--- src/rtl/masku_lane_pkg.sv ---
package masku_lane_pkg;

  // Number of lanes in the vector unit
  localparam int unsigned NrLanes = 4;

  // Lane datapath width
  localparam int unsigned ElenW = 64;

  // Bytes in one lane word
  localparam int unsigned StrbW = ElenW / 8;

  // Destination bits covered by one beat over all lanes
  localparam int unsigned BeatBits = NrLanes * ElenW;

  // Result entries held before back-pressure reaches the operands
  localparam int unsigned ResultQueueDepth = 2;

  // One lane data word
  typedef logic [ElenW-1:0] elen_t;

  // Byte strobe of one lane word
  typedef logic [StrbW-1:0] strb_t;

  // Register file word address
  typedef logic [7:0] vaddr_t;

  // One flag per lane, used for valid, ready, request and grant
  typedef logic [NrLanes-1:0] lane_bits_t;

endpackage

--- src/rtl/masku_insn_pkg.sv ---
package masku_insn_pkg;

  // Number of distinct instruction ids
  localparam int unsigned NrVInsn = 8;

  // Vector length width, enough for vl up to 2048
  localparam int unsigned VlW = 12;

  // Instruction id
  typedef logic [$clog2(NrVInsn)-1:0] vid_t;

  // Vector length, also used as a bit or beat count
  typedef logic [VlW-1:0] vlen_t;

  // One done flag per instruction id
  typedef logic [NrVInsn-1:0] insn_done_t;

  // Issue controller states
  // IDLE waits for an instruction
  // ISSUE fires beats while operands arrive
  // DRAIN waits for the queued beats to be written back
  typedef enum logic [1:0] {
    IDLE,
    ISSUE,
    DRAIN
  } issue_state_e;

endpackage

--- src/rtl/masku_merge_alu.sv ---
`timescale 1ns/1ps

module masku_merge_alu (
  // Instruction state of the current beat
  input  masku_lane_pkg::vaddr_t                                vd_i,
  input  logic                                                  vm_i,
  input  masku_insn_pkg::vlen_t                                 vl_i,
  input  masku_lane_pkg::vaddr_t                                beat_idx_i,
  // Lane operands
  input  masku_lane_pkg::elen_t [masku_lane_pkg::NrLanes-1:0]   operand_a_i,
  input  masku_lane_pkg::elen_t [masku_lane_pkg::NrLanes-1:0]   operand_b_i,
  input  masku_lane_pkg::elen_t [masku_lane_pkg::NrLanes-1:0]   operand_m_i,
  // Merged result of the beat
  output masku_lane_pkg::elen_t [masku_lane_pkg::NrLanes-1:0]   wdata_o,
  output masku_lane_pkg::strb_t [masku_lane_pkg::NrLanes-1:0]   be_o,
  output masku_lane_pkg::vaddr_t                                addr_o
);

  // Positions of this beat below the remaining bit count
  logic [masku_lane_pkg::BeatBits-1:0] vl_en;

  // Final per-bit select, a where set and b elsewhere
  masku_lane_pkg::elen_t [masku_lane_pkg::NrLanes-1:0] bit_en;

  // vl_i already has the earlier beats taken off
  // so position p of this beat is global bit k*256 + p
  always_comb begin
    for (int unsigned p = 0; p < masku_lane_pkg::BeatBits; p++) begin
      vl_en[p] = (p < vl_i);
    end
  end

  for (genvar l = 0; l < masku_lane_pkg::NrLanes; l++) begin : gen_lane
    // Mask bit j of lane l gates destination bit j of lane l
    // An unmasked instruction forces the mask to all ones
    assign bit_en[l] = vl_en[l*masku_lane_pkg::ElenW +: masku_lane_pkg::ElenW] &
                       (operand_m_i[l] | {masku_lane_pkg::ElenW{vm_i}});

    // Bitwise merge of the ALU result and the old destination value
    assign wdata_o[l] = (operand_a_i[l] & bit_en[l]) | (operand_b_i[l] & ~bit_en[l]);

    // Byte written when its first bit lies below vl, mask does not matter here
    for (genvar n = 0; n < masku_lane_pkg::StrbW; n++) begin : gen_byte
      assign be_o[l][n] = vl_en[l*masku_lane_pkg::ElenW + 8*n];
    end
  end

  // One register file word per lane per beat
  assign addr_o = vd_i + beat_idx_i;

endmodule

--- src/rtl/masku_issue_ctrl.sv ---
`timescale 1ns/1ps

module masku_issue_ctrl (
  input  logic                         clk_i,
  input  logic                         rst_ni,
  // Instruction from the sequencer
  input  masku_insn_pkg::vid_t         pe_req_id_i,
  input  masku_lane_pkg::vaddr_t       pe_req_vd_i,
  input  masku_insn_pkg::vlen_t        pe_req_vl_i,
  input  logic                         pe_req_vm_i,
  input  logic                         pe_req_valid_i,
  output logic                         pe_req_ready_o,
  // Operand handshake with the lanes
  input  masku_lane_pkg::lane_bits_t   operand_a_valid_i,
  input  masku_lane_pkg::lane_bits_t   operand_b_valid_i,
  input  masku_lane_pkg::lane_bits_t   operand_m_valid_i,
  output masku_lane_pkg::lane_bits_t   operand_a_ready_o,
  output masku_lane_pkg::lane_bits_t   operand_b_ready_o,
  output masku_lane_pkg::lane_bits_t   operand_m_ready_o,
  // Result queue status
  input  logic                         queue_full_i,
  input  logic                         retire_i,
  // Beat control towards the merge ALU and the result queue
  output logic                         beat_fire_o,
  output masku_lane_pkg::vaddr_t       beat_idx_o,
  output masku_lane_pkg::vaddr_t       vd_o,
  output logic                         vm_o,
  output masku_insn_pkg::vlen_t        vl_o,
  output masku_insn_pkg::vid_t         id_o,
  // Completion
  output masku_insn_pkg::insn_done_t   vinsn_done_o
);

  masku_insn_pkg::issue_state_e state_q, state_d;

  // Latched instruction, the single entry of the instruction queue
  masku_insn_pkg::vid_t   id_q;
  masku_lane_pkg::vaddr_t vd_q;
  logic                   vm_q;

  // Bits still to be produced, starting at vl
  masku_insn_pkg::vlen_t vl_q, vl_d;
  // Beats still to fire and beats still to retire
  masku_insn_pkg::vlen_t issue_cnt_q, issue_cnt_d;
  masku_insn_pkg::vlen_t commit_cnt_q, commit_cnt_d;
  // Index of the next beat, offsets the destination address
  masku_lane_pkg::vaddr_t beat_idx_q, beat_idx_d;
  masku_insn_pkg::insn_done_t done_q, done_d;

  logic                  accept;
  logic                  operands_valid;
  logic                  fire;
  masku_insn_pkg::vlen_t nr_beats;

  // Only one instruction in flight
  assign pe_req_ready_o = (state_q == masku_insn_pkg::IDLE);
  assign accept         = pe_req_ready_o && pe_req_valid_i;

  // ceil(vl / 256), no overflow since vl is at most 2048
  assign nr_beats = (pe_req_vl_i + masku_insn_pkg::vlen_t'(masku_lane_pkg::BeatBits - 1))
                    >> $clog2(masku_lane_pkg::BeatBits);

  // Mask operand only needed for masked instructions
  assign operands_valid = (&operand_a_valid_i) && (&operand_b_valid_i) &&
                          (vm_q || (&operand_m_valid_i));

  assign fire = (state_q == masku_insn_pkg::ISSUE) && operands_valid && !queue_full_i;

  // All lanes are acknowledged together in the firing cycle
  assign operand_a_ready_o = {masku_lane_pkg::NrLanes{fire}};
  assign operand_b_ready_o = {masku_lane_pkg::NrLanes{fire}};
  assign operand_m_ready_o = {masku_lane_pkg::NrLanes{fire && !vm_q}};

  always_comb begin
    state_d      = state_q;
    vl_d         = vl_q;
    issue_cnt_d  = issue_cnt_q;
    commit_cnt_d = commit_cnt_q;
    beat_idx_d   = beat_idx_q;
    done_d       = '0;

    // A retired beat counts down in ISSUE and DRAIN alike
    if (retire_i) begin
      commit_cnt_d = commit_cnt_q - 1'b1;
    end

    case (state_q)
      masku_insn_pkg::IDLE: begin
        if (accept) begin
          state_d      = masku_insn_pkg::ISSUE;
          vl_d         = pe_req_vl_i;
          issue_cnt_d  = nr_beats;
          commit_cnt_d = nr_beats;
          beat_idx_d   = '0;
        end
      end
      masku_insn_pkg::ISSUE: begin
        if (fire) begin
          issue_cnt_d = issue_cnt_q - 1'b1;
          beat_idx_d  = beat_idx_q + 1'b1;
          // Saturate on the last, partial beat
          if (vl_q > masku_insn_pkg::vlen_t'(masku_lane_pkg::BeatBits)) begin
            vl_d = vl_q - masku_insn_pkg::vlen_t'(masku_lane_pkg::BeatBits);
          end else begin
            vl_d = '0;
          end
          if (issue_cnt_q == masku_insn_pkg::vlen_t'(1)) begin
            state_d = masku_insn_pkg::DRAIN;
          end
        end
      end
      masku_insn_pkg::DRAIN: begin
        // Last beat written on every lane
        if (retire_i && (commit_cnt_q == masku_insn_pkg::vlen_t'(1))) begin
          state_d = masku_insn_pkg::IDLE;
          done_d  = masku_insn_pkg::insn_done_t'(1) << id_q;
        end
      end
      default: state_d = masku_insn_pkg::IDLE;
    endcase
  end

  always_ff @(posedge clk_i or negedge rst_ni) begin
    if (!rst_ni) begin
      state_q      <= masku_insn_pkg::IDLE;
      vl_q         <= '0;
      issue_cnt_q  <= '0;
      commit_cnt_q <= '0;
      beat_idx_q   <= '0;
      done_q       <= '0;
    end else begin
      state_q      <= state_d;
      vl_q         <= vl_d;
      issue_cnt_q  <= issue_cnt_d;
      commit_cnt_q <= commit_cnt_d;
      beat_idx_q   <= beat_idx_d;
      done_q       <= done_d;
    end
  end

  // Instruction fields held for the whole instruction
  always_ff @(posedge clk_i) begin
    if (accept) begin
      id_q <= pe_req_id_i;
      vd_q <= pe_req_vd_i;
      vm_q <= pe_req_vm_i;
    end
  end

  assign beat_fire_o  = fire;
  assign beat_idx_o   = beat_idx_q;
  assign vd_o         = vd_q;
  assign vm_o         = vm_q;
  assign vl_o         = vl_q;
  assign id_o         = id_q;
  assign vinsn_done_o = done_q;

endmodule

--- src/rtl/masku_result_queue.sv ---
`timescale 1ns/1ps

module masku_result_queue (
  input  logic                                                   clk_i,
  input  logic                                                   rst_ni,
  // New beat from the merge ALU
  input  logic                                                   push_i,
  input  masku_insn_pkg::vid_t                                   id_i,
  input  masku_lane_pkg::vaddr_t                                 addr_i,
  input  masku_lane_pkg::elen_t [masku_lane_pkg::NrLanes-1:0]    wdata_i,
  input  masku_lane_pkg::strb_t [masku_lane_pkg::NrLanes-1:0]    be_i,
  // Status towards the issue controller
  output logic                                                   full_o,
  output logic                                                   retire_o,
  // Per-lane register file write port
  output masku_lane_pkg::lane_bits_t                             result_req_o,
  output masku_insn_pkg::vid_t  [masku_lane_pkg::NrLanes-1:0]    result_id_o,
  output masku_lane_pkg::vaddr_t [masku_lane_pkg::NrLanes-1:0]   result_addr_o,
  output masku_lane_pkg::elen_t [masku_lane_pkg::NrLanes-1:0]    result_wdata_o,
  output masku_lane_pkg::strb_t [masku_lane_pkg::NrLanes-1:0]    result_be_o,
  input  masku_lane_pkg::lane_bits_t                             result_gnt_i
);

  // Entry payload, shared by all lanes except data and strobes
  masku_insn_pkg::vid_t   id_q    [masku_lane_pkg::ResultQueueDepth];
  masku_lane_pkg::vaddr_t addr_q  [masku_lane_pkg::ResultQueueDepth];
  masku_lane_pkg::elen_t [masku_lane_pkg::NrLanes-1:0] wdata_q [masku_lane_pkg::ResultQueueDepth];
  masku_lane_pkg::strb_t [masku_lane_pkg::NrLanes-1:0] be_q    [masku_lane_pkg::ResultQueueDepth];

  // Lanes of each slot still waiting for their grant
  masku_lane_pkg::lane_bits_t [masku_lane_pkg::ResultQueueDepth-1:0] pend_q;

  // Circular buffer pointers and occupancy
  logic [$clog2(masku_lane_pkg::ResultQueueDepth)-1:0]   wr_ptr_q;
  logic [$clog2(masku_lane_pkg::ResultQueueDepth)-1:0]   rd_ptr_q;
  logic [$clog2(masku_lane_pkg::ResultQueueDepth+1)-1:0] cnt_q;

  // Lanes of the oldest entry left after this cycle's grants
  masku_lane_pkg::lane_bits_t pend_left;

  assign pend_left = pend_q[rd_ptr_q] & ~result_gnt_i;

  // Oldest entry leaves when its last lane is granted
  assign retire_o = (cnt_q != '0) && (pend_left == '0);
  assign full_o   = (cnt_q == masku_lane_pkg::ResultQueueDepth);

  always_ff @(posedge clk_i or negedge rst_ni) begin
    if (!rst_ni) begin
      pend_q   <= '0;
      wr_ptr_q <= '0;
      rd_ptr_q <= '0;
      cnt_q    <= '0;
    end else begin
      pend_q[rd_ptr_q] <= pend_left;
      // Push never hits a slot with pending lanes, so it may override
      if (push_i) begin
        pend_q[wr_ptr_q] <= '1;
        if (wr_ptr_q == masku_lane_pkg::ResultQueueDepth - 1) begin
          wr_ptr_q <= '0;
        end else begin
          wr_ptr_q <= wr_ptr_q + 1'b1;
        end
      end
      if (retire_o) begin
        if (rd_ptr_q == masku_lane_pkg::ResultQueueDepth - 1) begin
          rd_ptr_q <= '0;
        end else begin
          rd_ptr_q <= rd_ptr_q + 1'b1;
        end
      end
      // Occupancy follows push and retire
      case ({push_i, retire_o})
        2'b10:   cnt_q <= cnt_q + 1'b1;
        2'b01:   cnt_q <= cnt_q - 1'b1;
        default: cnt_q <= cnt_q;
      endcase
    end
  end

  // Payload storage
  always_ff @(posedge clk_i) begin
    if (push_i) begin
      id_q[wr_ptr_q]    <= id_i;
      addr_q[wr_ptr_q]  <= addr_i;
      wdata_q[wr_ptr_q] <= wdata_i;
      be_q[wr_ptr_q]    <= be_i;
    end
  end

  // Oldest entry drives every lane, requests drop lane by lane
  assign result_req_o = pend_q[rd_ptr_q];

  for (genvar l = 0; l < masku_lane_pkg::NrLanes; l++) begin : gen_lane_out
    assign result_id_o[l]    = id_q[rd_ptr_q];
    assign result_addr_o[l]  = addr_q[rd_ptr_q];
    assign result_wdata_o[l] = wdata_q[rd_ptr_q][l];
    assign result_be_o[l]    = be_q[rd_ptr_q][l];
  end

endmodule

--- src/rtl/masku_top.sv ---
`timescale 1ns/1ps

module masku_top (
  input  logic                                                   clk_i,
  input  logic                                                   rst_ni,
  // Instruction from the sequencer
  input  masku_insn_pkg::vid_t                                   pe_req_id_i,
  input  masku_lane_pkg::vaddr_t                                 pe_req_vd_i,
  input  masku_insn_pkg::vlen_t                                  pe_req_vl_i,
  input  logic                                                   pe_req_vm_i,
  input  logic                                                   pe_req_valid_i,
  output logic                                                   pe_req_ready_o,
  // Operands a, b and m from the lanes
  input  masku_lane_pkg::elen_t [masku_lane_pkg::NrLanes-1:0]    operand_a_i,
  input  masku_lane_pkg::lane_bits_t                             operand_a_valid_i,
  output masku_lane_pkg::lane_bits_t                             operand_a_ready_o,
  input  masku_lane_pkg::elen_t [masku_lane_pkg::NrLanes-1:0]    operand_b_i,
  input  masku_lane_pkg::lane_bits_t                             operand_b_valid_i,
  output masku_lane_pkg::lane_bits_t                             operand_b_ready_o,
  input  masku_lane_pkg::elen_t [masku_lane_pkg::NrLanes-1:0]    operand_m_i,
  input  masku_lane_pkg::lane_bits_t                             operand_m_valid_i,
  output masku_lane_pkg::lane_bits_t                             operand_m_ready_o,
  // Results towards the lane register files
  output masku_lane_pkg::lane_bits_t                             result_req_o,
  output masku_insn_pkg::vid_t  [masku_lane_pkg::NrLanes-1:0]    result_id_o,
  output masku_lane_pkg::vaddr_t [masku_lane_pkg::NrLanes-1:0]   result_addr_o,
  output masku_lane_pkg::elen_t [masku_lane_pkg::NrLanes-1:0]    result_wdata_o,
  output masku_lane_pkg::strb_t [masku_lane_pkg::NrLanes-1:0]    result_be_o,
  input  masku_lane_pkg::lane_bits_t                             result_gnt_i,
  // Completion towards the sequencer
  output masku_insn_pkg::insn_done_t                             vinsn_done_o
);

  // Beat control from the issue controller
  logic                   beat_fire;
  masku_lane_pkg::vaddr_t beat_idx;
  masku_lane_pkg::vaddr_t vd;
  logic                   vm;
  masku_insn_pkg::vlen_t  vl;
  masku_insn_pkg::vid_t   id;

  // Merged beat into the result queue
  masku_lane_pkg::elen_t [masku_lane_pkg::NrLanes-1:0] wdata;
  masku_lane_pkg::strb_t [masku_lane_pkg::NrLanes-1:0] be;
  masku_lane_pkg::vaddr_t                              addr;

  // Queue status back to the controller
  logic queue_full;
  logic retire;

  masku_issue_ctrl masku_issue_ctrl_i (
    .clk_i             (clk_i),
    .rst_ni            (rst_ni),
    .pe_req_id_i       (pe_req_id_i),
    .pe_req_vd_i       (pe_req_vd_i),
    .pe_req_vl_i       (pe_req_vl_i),
    .pe_req_vm_i       (pe_req_vm_i),
    .pe_req_valid_i    (pe_req_valid_i),
    .pe_req_ready_o    (pe_req_ready_o),
    .operand_a_valid_i (operand_a_valid_i),
    .operand_b_valid_i (operand_b_valid_i),
    .operand_m_valid_i (operand_m_valid_i),
    .operand_a_ready_o (operand_a_ready_o),
    .operand_b_ready_o (operand_b_ready_o),
    .operand_m_ready_o (operand_m_ready_o),
    .queue_full_i      (queue_full),
    .retire_i          (retire),
    .beat_fire_o       (beat_fire),
    .beat_idx_o        (beat_idx),
    .vd_o              (vd),
    .vm_o              (vm),
    .vl_o              (vl),
    .id_o              (id),
    .vinsn_done_o      (vinsn_done_o)
  );

  masku_merge_alu masku_merge_alu_i (
    .vd_i        (vd),
    .vm_i        (vm),
    .vl_i        (vl),
    .beat_idx_i  (beat_idx),
    .operand_a_i (operand_a_i),
    .operand_b_i (operand_b_i),
    .operand_m_i (operand_m_i),
    .wdata_o     (wdata),
    .be_o        (be),
    .addr_o      (addr)
  );

  masku_result_queue masku_result_queue_i (
    .clk_i          (clk_i),
    .rst_ni         (rst_ni),
    .push_i         (beat_fire),
    .id_i           (id),
    .addr_i         (addr),
    .wdata_i        (wdata),
    .be_i           (be),
    .full_o         (queue_full),
    .retire_o       (retire),
    .result_req_o   (result_req_o),
    .result_id_o    (result_id_o),
    .result_addr_o  (result_addr_o),
    .result_wdata_o (result_wdata_o),
    .result_be_o    (result_be_o),
    .result_gnt_i   (result_gnt_i)
  );

endmodule

--- config.mk ---
export PLATFORM = sky130hd
export DESIGN_NAME = masku_top
export DESIGN_NICKNAME = d
export VERILOG_FILES = /design/src/rtl/masku_lane_pkg.sv /design/src/rtl/masku_insn_pkg.sv /design/src/rtl/masku_merge_alu.sv /design/src/rtl/masku_issue_ctrl.sv /design/src/rtl/masku_result_queue.sv /design/src/rtl/masku_top.sv
export SDC_FILE = /design/constraint.sdc
export NUM_CORES = 1
export LEC_CHECK = 0
export ABC_AREA = 1
export CAP_MARGIN = 20
export CORE_AREA = 4 4 452 454
export DETAILED_ROUTE_END_ITERATION = 8
export DIE_AREA = 0 0 456 458
export DONT_BUFFER_PORTS = 1
export PLACE_DENSITY = 0.34
export SKIP_CTS_REPAIR_TIMING = 1
export SLEW_MARGIN = 40
export SYNTH_ARGS = -nofsm -noshare
export SYNTH_HDL_FRONTEND = slang
export SYNTH_SLANG_ARGS = --single-unit
--- constraint.sdc ---
create_clock -name clk_i -period 18.9 [get_ports clk_i]
set_clock_uncertainty 0.15 [all_clocks]
set_input_delay 0.945 -clock clk_i [delete_from_list [all_inputs] [get_ports clk_i]]
set_output_delay 0.945 -clock clk_i [all_outputs]
set_load 0.01 [all_outputs]
# == Yosys cells after proc, flatten, opt, wreduce, memory -nomap -nowiden ==
# Memories as Yosys holds them, arrays and structs flattened.
# Index checks and enable logic that the tools add are counted.
# word_totals
reg_bits,78
mem_bits_rw,598
input_bits,811
output_inout_bits,357
mem_count,4
# classes
n_addsub,10
n_lt_le_gt_ge,261
n_eq_ne,11
shifts,1
n_mux,33
n_bitwise,27
n_reduce_logical,23
# memory_table
memory,depth,word_bits,rd,rd_ports_with_merged_regs,write_ports,line_no,source
masku_result_queue_i.wdata_q,2,256,1,0,1,masku_result_queue.sv:27,masku_lane_pkg::elen_t [masku_lane_pkg::NrLanes-1:0] wdata_q [masku_lane_pkg::ResultQueueDepth];
masku_result_queue_i.be_q,2,32,1,0,1,masku_result_queue.sv:28,masku_lane_pkg::strb_t [masku_lane_pkg::NrLanes-1:0] be_q [masku_lane_pkg::ResultQueueDepth];
masku_result_queue_i.addr_q,2,8,1,0,1,masku_result_queue.sv:26,masku_lane_pkg::vaddr_t addr_q [masku_lane_pkg::ResultQueueDepth];
masku_result_queue_i.id_q,2,3,1,0,1,masku_result_queue.sv:25,masku_insn_pkg::vid_t id_q [masku_lane_pkg::ResultQueueDepth];
# ops
op,n
less-than comparator 8 x 12 -> 1 bit (first input constant),128
bitwise AND 64 bit,12
less-than comparator 7 x 12 -> 1 bit (first input constant),64
OR 64 bit,8
less-than comparator 6 x 12 -> 1 bit (first input constant),32
NOT 64 bit,4
less-than comparator 5 x 12 -> 1 bit (first input constant),16
less-than comparator 4 x 12 -> 1 bit (first input constant),8
2-to-1 mux 12 bit,8
less-than comparator 3 x 12 -> 1 bit (first input constant),4
case mux 12 bit (2 select lines),2
2-to-1 mux 8 bit,5
== test 12 x 1 -> 1 bit (second input constant),2
less-than comparator 1 x 12 -> 1 bit (first input constant),2
less-than comparator 2 x 12 -> 1 bit (first input constant),2
subtractor 12 x 1 -> 12 bit (second input constant),2
2-to-1 mux 4 bit,4
case mux 8 bit (2 select lines),1
AND reduction 4 bit,4
adder 12 x 8 -> 12 bit (second input constant),1
> comparator 12 x 9 -> 1 bit (second input constant),1
subtractor 12 x 9 -> 12 bit (second input constant),1
logical AND 1 bit,10
adder 8 x 1 -> 8 bit (second input constant),1
other kinds (26),44

# == Longest topological paths before layout ==
# Gate-level depths: netlist of the first run.
# logic_depth
ltp_word,8
ltp_mapped,12

# == Hierarchy ==
# From an unflattened synthesis of the first run, not the netlist that was laid out.
# unflattened
hier_cells,3959
hier_area_um2,34875.9
# by_module_without_submodules
mod,instances,cells_per_inst,area_per_inst_um2,seq_area_each_um2
masku_result_queue,1,1673,22663.0,18257.5
masku_merge_alu,1,1842,8709.6,0.0
masku_issue_ctrl,1,444,3503.4,1711.6

# == Least setup slack after synthesis of the first run ==
# OpenSTA, ideal clock, no wires.
# synth_path
path_type,in2reg
from,input port operand_a_valid_i[2]
to,register masku_result_queue_i.wr_ptr_q
setup_time_ns,0.130
arrival_time_ns,15.519
path_slack_ns,3.101
path_stages,9
path_cell_list,nand2_1 -> inv_1 -> nand2_1 -> nor2_1 -> nand3_1 -> nor2_1 -> inv_1 -> nand2_1 -> inv_1
# synth_between
elab_chain_cells,5
# synth_rtl
element,line_no,source
start: declaration,masku_top.sv:15,"input masku_lane_pkg::lane_bits_t operand_a_valid_i,"
AND reduction 4 bit,masku_issue_ctrl.sv:64,assign operands_valid = (&operand_a_valid_i) && (&operand_b_valid_i) &&
logical AND 1 bit (2 in a row),masku_issue_ctrl.sv:64,
logical AND 1 bit (2 in a row),masku_issue_ctrl.sv:67,assign fire = (state_q == masku_insn_pkg::ISSUE) && operands_valid && !queue_full_i;
end signal: assignment,masku_result_queue.sv:61,wr_ptr_q <= wr_ptr_q + 1'b1;
end: declaration,masku_result_queue.sv:34,logic [$clog2(masku_lane_pkg::ResultQueueDepth)-1:0] wr_ptr_q;
# Every way passes these cells.
# A chain may end at the register's enable or synchronous reset.

==> metrics.md, run 1 <==
| Metric | Value |
|---|---|
| Initial antenna violation count | 80 |
| Yosys reg bits | 676 |
| First-pass GRT wire length | 280000 um |
| Clock tree root buffer cell | clkbuf_16 |
| Worst vdd ir | 0.0000739 V |
| Buf+Inv Stages, Crit Path | 3 |
| Final hold violation count | 0 |
| GRT overflow | 0 |
| Crit-path cells | inv_8, buf_6, buf_4, nand2_1, nand2_1 |
| Register area share after synthesis | 61.6% |
| # nets final | 4184 |
| Critical Path Sink Type | output port |
| Area grow syn2layout | 19.1% |
| DRC Markers | 0 |
| Hold/Removal Path Class | in -> reg |
| Most frequent cells in the layout | nand2_1 (1306), edfxtp_1 (610), inv_1 (321) |
| Area of the multi-input gates | 0.0104 mm^2 |
| Worst EP required | 17.81 ns |
| Starting Density | 16.2% |
| Final antenna-violating net count | 0 |
| Critical path type | reg -> out |
| Syn Nets | 4225 |
| Commonest non-fill, non-tap cell in the layout | nand2_1 |
| Die Y | 458 um |
| Clock Latency Late Sink | 0.73 ns |
| Rel. slew slack | 36.3% |
| Max Root-Sink Buffers | 3 |
| Routed vias/inst | 4.28 |
| HPWL Detailed | 175000 um |
| Clock transition at path regs | 0.06 ns |
| Total power | 6.36 mW |
| DRC violation total after the first TritonRoute iteration | 2450 |
| Row cnt | 164 |
| FF/Latch Area | 0.0200 mm^2 |
| CP max FO | 85 |
| Netlist Area Pre-Place | 0.0324 mm^2 |
| Max Cap Violations | 0 |
| Worst reg-to-reg setup slack | 14.56 ns |
| Routed Wire Length | 224000 um |
| Vias in the first global route | 24749 |
| Period minus WS final | 4.95 ns |
| Mapped Cells | 3397 |
| Final period util | 26.2% |
| CP most frequent cell | nand2_1 |
| Static leakage | 14.9 nW |
| Yosys warns | 0 |
| TritonCTS Buffers | 91 |
| Cell family with the largest share of critical-path delay | buffers and inverters |
| DR WL/cell | 36.6 um |
| Slowest cell on the critical path | dfrtp_4 |
| Global Route Usage Sum | 20.5% |
| Final Max Tran Viols | 0 |
| Final setup vio count | 0 |
| PortBufs | 0 |
| Die W | 456 um |
| Post-synth cell types | 42 |
| Max incr delay on CP | 0.69 ns |
| Die area | 0.209 mm^2 |
| Core area | 0.200 mm^2 |
| Pwr Density | 165 mW/mm^2 |
| Number of clock sinks | 676 |
| I/O pins | 1168 |
| Vias | 26160 |
| Status | finished clean |
| Pin count of the biggest net entering global routing | 96 |
| Share of post-route cells with drive strength above 1 | 8.28% |
| H-tree levels | 3 |
| RSZ-0062 raised after global routing | false |
| Fmax | 0.202 GHz |
| Actual slew at the worst max-slew pin | 0.955 ns |
| Fillers | 21994 |
| Critical path arrival | 3.86 ns |
| CTS tree | built |
| Final RePlAce weighted congestion | 0.972 |
| Avg Cell Area, Syn | 9.54 um^2 |
| First drt pass iteration count | 6 |
| CP startpoint kind | flop |
| Fin Setup TNS | 0 ns |
worst register-to-register path, stage by stage (launching register included):
cell and delay, ns:
dfrtp_4 0.69, inv_8 0.53, buf_4 0.76, nand2_1 0.16
nand3_1 0.11, nand2_1 0.05, nor2_1 0.15, nand2_1 0.37
inv_1 0.51, ha_1 0.34, a21oi_1 0.13, o21ai_0 0.12
xor2_1 0.15
layer usage:
layer	up-vias	track usage [%]	wire (um)
met5	-	0	67
li1	11437	-	-
met4	10	4.32	4920
met2	1332	35.9	112000
met3	256	5.55	16500
met1	13125	25.1	89900
synth_stat cells:
master	instances	area share [%]
inv_2	14	0.16
o21ai_2	5	0.14
clkbuf_1	107	1.2
o22ai_1	15	0.29
inv_4	2	0.039
nand4_1	9	0.17
and2_1	4	0.077
mux2_2	13	0.45
nor2_1	96	1.1
nor2_2	6	0.12
a21oi_1	46	0.71
nor3_1	11	0.17
o221ai_1	143	3.9
xnor2_1	6	0.16
ha_1	16	0.62
o21ai_1	124	1.9
xor2_1	15	0.41
o21ai_0	281	4.3
o21a_1	4	0.093
nand3b_1	1	0.023
buf_6	1	0.035
buf_1	14	0.16
a22o_1	8	0.22
mux2_1	1	0.035
nor2_8	1	0.062
o21bai_1	2	0.046
nand3_1	28	0.43
or2_2	1	0.019
nor3b_1	1	0.023
inv_1	328	3.8
buf_2	29	0.45
a31oi_1	3	0.058
o211ai_1	13	0.30
buf_4	48	1.1
o31ai_1	2	0.046
and3_1	1	0.019
nor2_4	1	0.035
fa_1	1	0.062
nand2_2	7	0.14
edfxtp_1	610	57
nand2_1	1313	15
dfrtp_1	66	5.1
logic make-up after synthesis:
family | count (synthesis) | share of synthesized area (%)
mux | 14 | 0.487
xor+xnor | 21 | 0.568
buf+inv | 543 | 7.00
simple gates | 1480 | 17.6
compound gates | 646 | 12.0
flops | 676 | 61.6
fa+ha+maj | 17 | 0.680
worst paths after layout:
kind / startpoint / end / depth (start not counted)
worst max-delay path: masku_result_queue_i.rd_ptr_q / result_wdata_o[70] / 5
worst min-delay path: pe_req_id_i[2] / masku_issue_ctrl_i.id_o[2] / 0
worst max register to register: masku_result_queue_i.rd_ptr_q / masku_result_queue_i.cnt_q[1] / 12
worst min register to register: masku_issue_ctrl_i.vl_o[9] / masku_issue_ctrl_i.vl_o[9] / 2
max in group asynchronous: rst_ni / masku_issue_ctrl_i.vl_o[3] / 2
min in group asynchronous: rst_ni / masku_issue_ctrl_i.beat_idx_o[7] / 2
flip-flops by register name (all words and copies together), names as in the netlist, 3 cells and up:
register / count
masku_result_queue_i.be_q: 64
masku_result_queue_i.addr_q: 16
masku_issue_ctrl_i.beat_idx_o: 8
masku_issue_ctrl_i.vinsn_done_o: 8
masku_issue_ctrl_i.vl_o: 12
masku_result_queue_i.wdata_q: 512
masku_issue_ctrl_i.id_o: 3
masku_issue_ctrl_i.vd_o: 8
masku_result_queue_i.id_q: 6
masku_issue_ctrl_i.issue_cnt_q: 12
masku_result_queue_i.pend_q: 8
masku_issue_ctrl_i.commit_cnt_q: 12
stage by stage:
| step | util (%) | cell area [um^2] | hold slack (ns) | worst slack, ns | instances |
|---|---|---|---|---|---|
| after floorplan | - | 32400 | 0.299 | 3.10 | 3397 |
| after global placement | 17.7 | 35300 | 0.316 | 13.98 | 5909 |
| after detailed placement | 17.8 | 35500 | 0.323 | 13.98 | 5913 |
| after CTS | 19.2 | 38400 | -0.317 | 13.68 | 6080 |
| after global routing | 19.3 | 38500 | 0.0900 | 13.67 | 6096 |
| final | 19.3 | 38600 | 0.159 | 13.95 | 6113 |
area by class of cell:
| type | instances | share of cell area, % |
|---|---|---|
| Antenna cell | 27 | 0.175 |
| Clock buffer | 117 | 6.34 |
| Clock inverter | 50 | 1.06 |
| Inverter | 344 | 3.40 |
| Multi-Input combinational cell | 2178 | 26.9 |
| Sequential cell | 676 | 51.8 |
| Tap cell | 2656 | 8.62 |
| Timing Repair Buffer | 65 | 1.72 |
power breakdown:
group	switching [mW]	internal [mW]	total [mW]
combinational	2.29	0.487	2.77
sequential	0.0824	1.81	1.90
clock	0.731	0.959	1.69
total	3.10	3.26	6.36
No activity file was read; power rests on OpenSTA's default activity.
==> inputs of run 2 (changes only) <==
--- a/config.mk
+++ b/config.mk
@@ -5,11 +5,11 @@
 export SDC_FILE = /design/constraint.sdc
 export NUM_CORES = 1
 export LEC_CHECK = 0
-export ABC_AREA = 1
+export ABC_AREA = 0
 export CAP_MARGIN = 20
-export CORE_AREA = 4 4 452 454
+export CORE_AREA = 4 4 453 455
 export DETAILED_ROUTE_END_ITERATION = 8
-export DIE_AREA = 0 0 456 458
+export DIE_AREA = 0 0 457 459
 export DONT_BUFFER_PORTS = 1
 export PLACE_DENSITY = 0.34
 export SKIP_CTS_REPAIR_TIMING = 1
==> constraint.sdc (replaced) <==
create_clock -name clk_i -period 4.9 [get_ports clk_i]
set_clock_uncertainty 0.15 [all_clocks]
set_input_delay 0.245 -clock clk_i [delete_from_list [all_inputs] [get_ports clk_i]]
set_output_delay 0.245 -clock clk_i [all_outputs]
set_load 0.01 [all_outputs]
==> run 2 against run 1 <==
Net effect: final cell count shrank 8.0%; register-to-register slack lost 14 ns; setup slack lost 13 ns; total power grew 110%; via count shrank 8.6%; combinational power shrank 73%; largest cell class unchanged.
==> metrics.md, run 2 <==
| Metric | Value |
|---|---|
| Most common cell in the synthesized netlist | edfxtp_1 |
| Max Root-Sink Buffers | 3 |
| Worst reg2reg endpoint | masku_result_queue_i.wdata_q[1][7] |
| Final hold violation count | 0 |
| Area grow syn2layout | 37.2% |
| DRC Markers | 0 |
| EDFF count, synth | 610 |
| Critical path type | in -> reg |
| Netlist Area Pre-Place | 0.0324 mm^2 |
| Final antenna-violating net count | 0 |
| Global Route Usage Sum | 17.5% |
| Most area-consuming cells after synthesis | edfxtp_1 (56%), mux2_2 (19%), dfrtp_1 (5.1%) |
| Critical Path Sink Type | flop |
| Post-synth cell types | 73 |
| # nets final | 3671 |
| Clock transition at path regs | 0.06 ns |
| Cell family with the largest share of critical-path delay | buffers and inverters |
| Slowest cell on the critical path | dlygate4sd3_1 |
| First-pass GRT wire length | 241000 um |
| Number of clock sinks | 676 |
| Rel. slew slack | 44.2% |
| CP most frequent cell | dlygate4sd3_1 |
| Clock tree root buffer cell | clkbuf_16 |
| TritonCTS Buffers | 88 |
| Most flop-heavy register | masku_result_queue_i.wdata_q |
| Final Max Tran Viols | 0 |
| Reg2reg path depth | 8 |
| Crit-path cells | dlygate4sd3_1, nand4_1, dlygate4sd3_1, nor2_1, dlygate4sd3_1, buf_4, and3b_1, nand2_1, clkinvlp_4, buf_12, buf_12 |
| Buf+Inv Stages, Crit Path | 7 |
| Largest register FFs | 512 |
| Mapped Cells | 2286 |
| Status | finished clean |
| Worst EP required | 5.12 ns |
| Core area | 0.201 mm^2 |
| Worst vdd ir | 0.000216 V |
| Largest area contributor in the netlist | edfxtp_1 |
| CTS tree | built |
| Vias | 23921 |
| Total power | 13.4 mW |
| Yosys reg bits | 676 |
| Post-synth top cells | edfxtp_1 (610), mux2_2 (534), o21ai_0 (171) |
| DR WL/cell | 34.6 um |
| Initial antenna violation count | 104 |
| Final Util | 22.1% |
| Most frequent cells in the layout | edfxtp_1 (610), dlygate4sd3_1 (557), mux2_2 (534) |
| Syn Nets | 3114 |
| Main synth FF type | edfxtp_1 |
| Pwr Density | 301 mW/mm^2 |
| First drt pass iteration count | 5 |
| Pin count of the biggest net entering global routing | 105 |
| Critical path arrival | 4.36 ns |
| PortBufs | 0 |
| Static leakage | 14.1 nW |
| Clock Latency Late Sink | 0.71 ns |
| HPWL Detailed | 154000 um |
| Vias in the first global route | 21977 |
| Synth top area share | 56.5% |
| Hold/Removal Path Class | in -> async |
| I/O pins | 1168 |
| Commonest non-fill, non-tap cell in the layout | edfxtp_1 |
| Fmax | 0.242 GHz |
| Starting Density | 16.1% |
| Register area share after synthesis | 61.6% |
| CP max FO | 40 |
| H-tree levels | 3 |
| Max incr delay on CP | 0.59 ns |
| Yosys warns | 0 |
| Die W | 457 um |
| Biggest regs | masku_result_queue_i.wdata_q x512, masku_result_queue_i.be_q x64, masku_result_queue_i.addr_q x16 |
| Period minus WS final | 4.13 ns |
| Share of post-route cells with drive strength above 1 | 29.0% |
| DRC violation total after the first TritonRoute iteration | 1720 |
| Avg Cell Area, Syn | 14.2 um^2 |
| RSZ-0062 raised after global routing | false |
| Max Cap Violations | 0 |
| GRT overflow | 0 |
| Die Y | 459 um |
| Die area | 0.210 mm^2 |
| Routed vias/inst | 4.25 |
| Final RePlAce weighted congestion | 0.830 |
| CP startpoint kind | input pin |
| Row cnt | 165 |
| Actual slew at the worst max-slew pin | 0.838 ns |
| Worst reg-to-reg setup slack | 0.83 ns |
| Ys async rst share | 9.76% |
| Routed Wire Length | 195000 um |
| R2r startpoint | masku_issue_ctrl_i.vl_o[8] |
| Final setup vio count | 0 |
| Final period util | 84.3% |
## run 2: cell types whose count changed in the layout (fill, tap and decap cells not counted), sizes merged, moves of 31 or more
cell | previous run | this run
buf | 63 | 97
inv | 350 | 34
o22ai | 15 | 46
a21oi | 46 | 88
o221ai | 143 | 91
o21ai | 410 | 194
mux2 | 14 | 555
nand2 | 1320 | 91
dlygate4sd3 | 1 | 557
## run 2: cell families (layout without fill, tap and decap cells)
group | after synthesis | after routing | share of synthesized area [%]
simple gates | 311 | 311 | 4.65
mux | 562 | 562 | 19.5
xor+xnor | 33 | 33 | 0.891
flops | 676 | 676 | 61.6
fa+ha+maj | 17 | 17 | 0.679
buf+inv | 216 | 844 | 3.40
other cells | 0 | 41 | 0
compound gates | 471 | 471 | 9.30
## run 2: worst min-delay path: cells and delay by family
family	cells	cell delay, ns
buf+inv	3	1.02
## run 2: power by group
part / internal (mW) / leakage [nW] / switching [mW]
clock: 3.72 / 1.36 / 2.64
combinational: 0.474 / 6.64 / 0.267
sequential: 6.29 / 6.14 / 0.0000299
## run 2: final cells by class
| type | count | area [um^2] |
|---|---|---|
| sequential | 676 | 20000 |
| timing repair buffer | 654 | 6600 |
| inverter | 29 | 115 |
| antenna | 41 | 103 |
| clock inverter | 46 | 438 |
| multi-input combinational | 1394 | 11600 |
| fill | 21583 | 157000 |
| tap | 2672 | 3340 |
| clock buffer | 115 | 2360 |
## run 2: per-stage QoR
| step | area, um^2 | hold WS, ns | instances | TNS, ns | setup slack (ns) |
|---|---|---|---|---|---|
| 4_1_cts | 38700 | -1.02 | 5025 | 0 | 0.948 |
| 2_1_floorplan | 32500 | -0.201 | 2286 | -779.81 | -1.31 |
| 5_1_grt | 44400 | -0.00976 | 5605 | 0 | 0.556 |
| 3_3_place_gp | 35800 | -0.198 | 4859 | 0 | 0.693 |
| 6_report | 44500 | 0.00162 | 5627 | 0 | 0.767 |
| 3_5_place_dp | 35900 | -0.199 | 4864 | 0 | 1.32 |
## run 2: how the worst max path moves through the flow
stage	start	to	slack, ns	cells after the start
2_1_floorplan	masku_issue_ctrl_i.state_q[1]	masku_result_queue_i.addr_q[0][0]	-1.31	8
3_3_place_gp	masku_issue_ctrl_i.vl_o[7]	masku_result_queue_i.wdata_q[1][252]	0.69	5
3_5_place_dp	masku_issue_ctrl_i.vl_o[6]	masku_result_queue_i.wdata_q[0][103]	1.32	7
4_1_cts	masku_result_queue_i.rd_ptr_q	result_wdata_o[67]	0.95	4
5_1_grt	operand_a_valid_i[2]	masku_result_queue_i.wdata_q[1][195]	0.56	11
6_report	operand_a_valid_i[2]	masku_result_queue_i.wdata_q[1][76]	0.77	11
## run 2: layer usage
layer | track usage [%] | vias up | routed length [um]
li1 | - | 10011 | -
met1 | 20.6 | 12201 | 76700
met2 | 29.9 | 1321 | 95100
met3 | 6.42 | 340 | 16600
met4 | 5.26 | 48 | 6240
met5 | 0 | - | 310
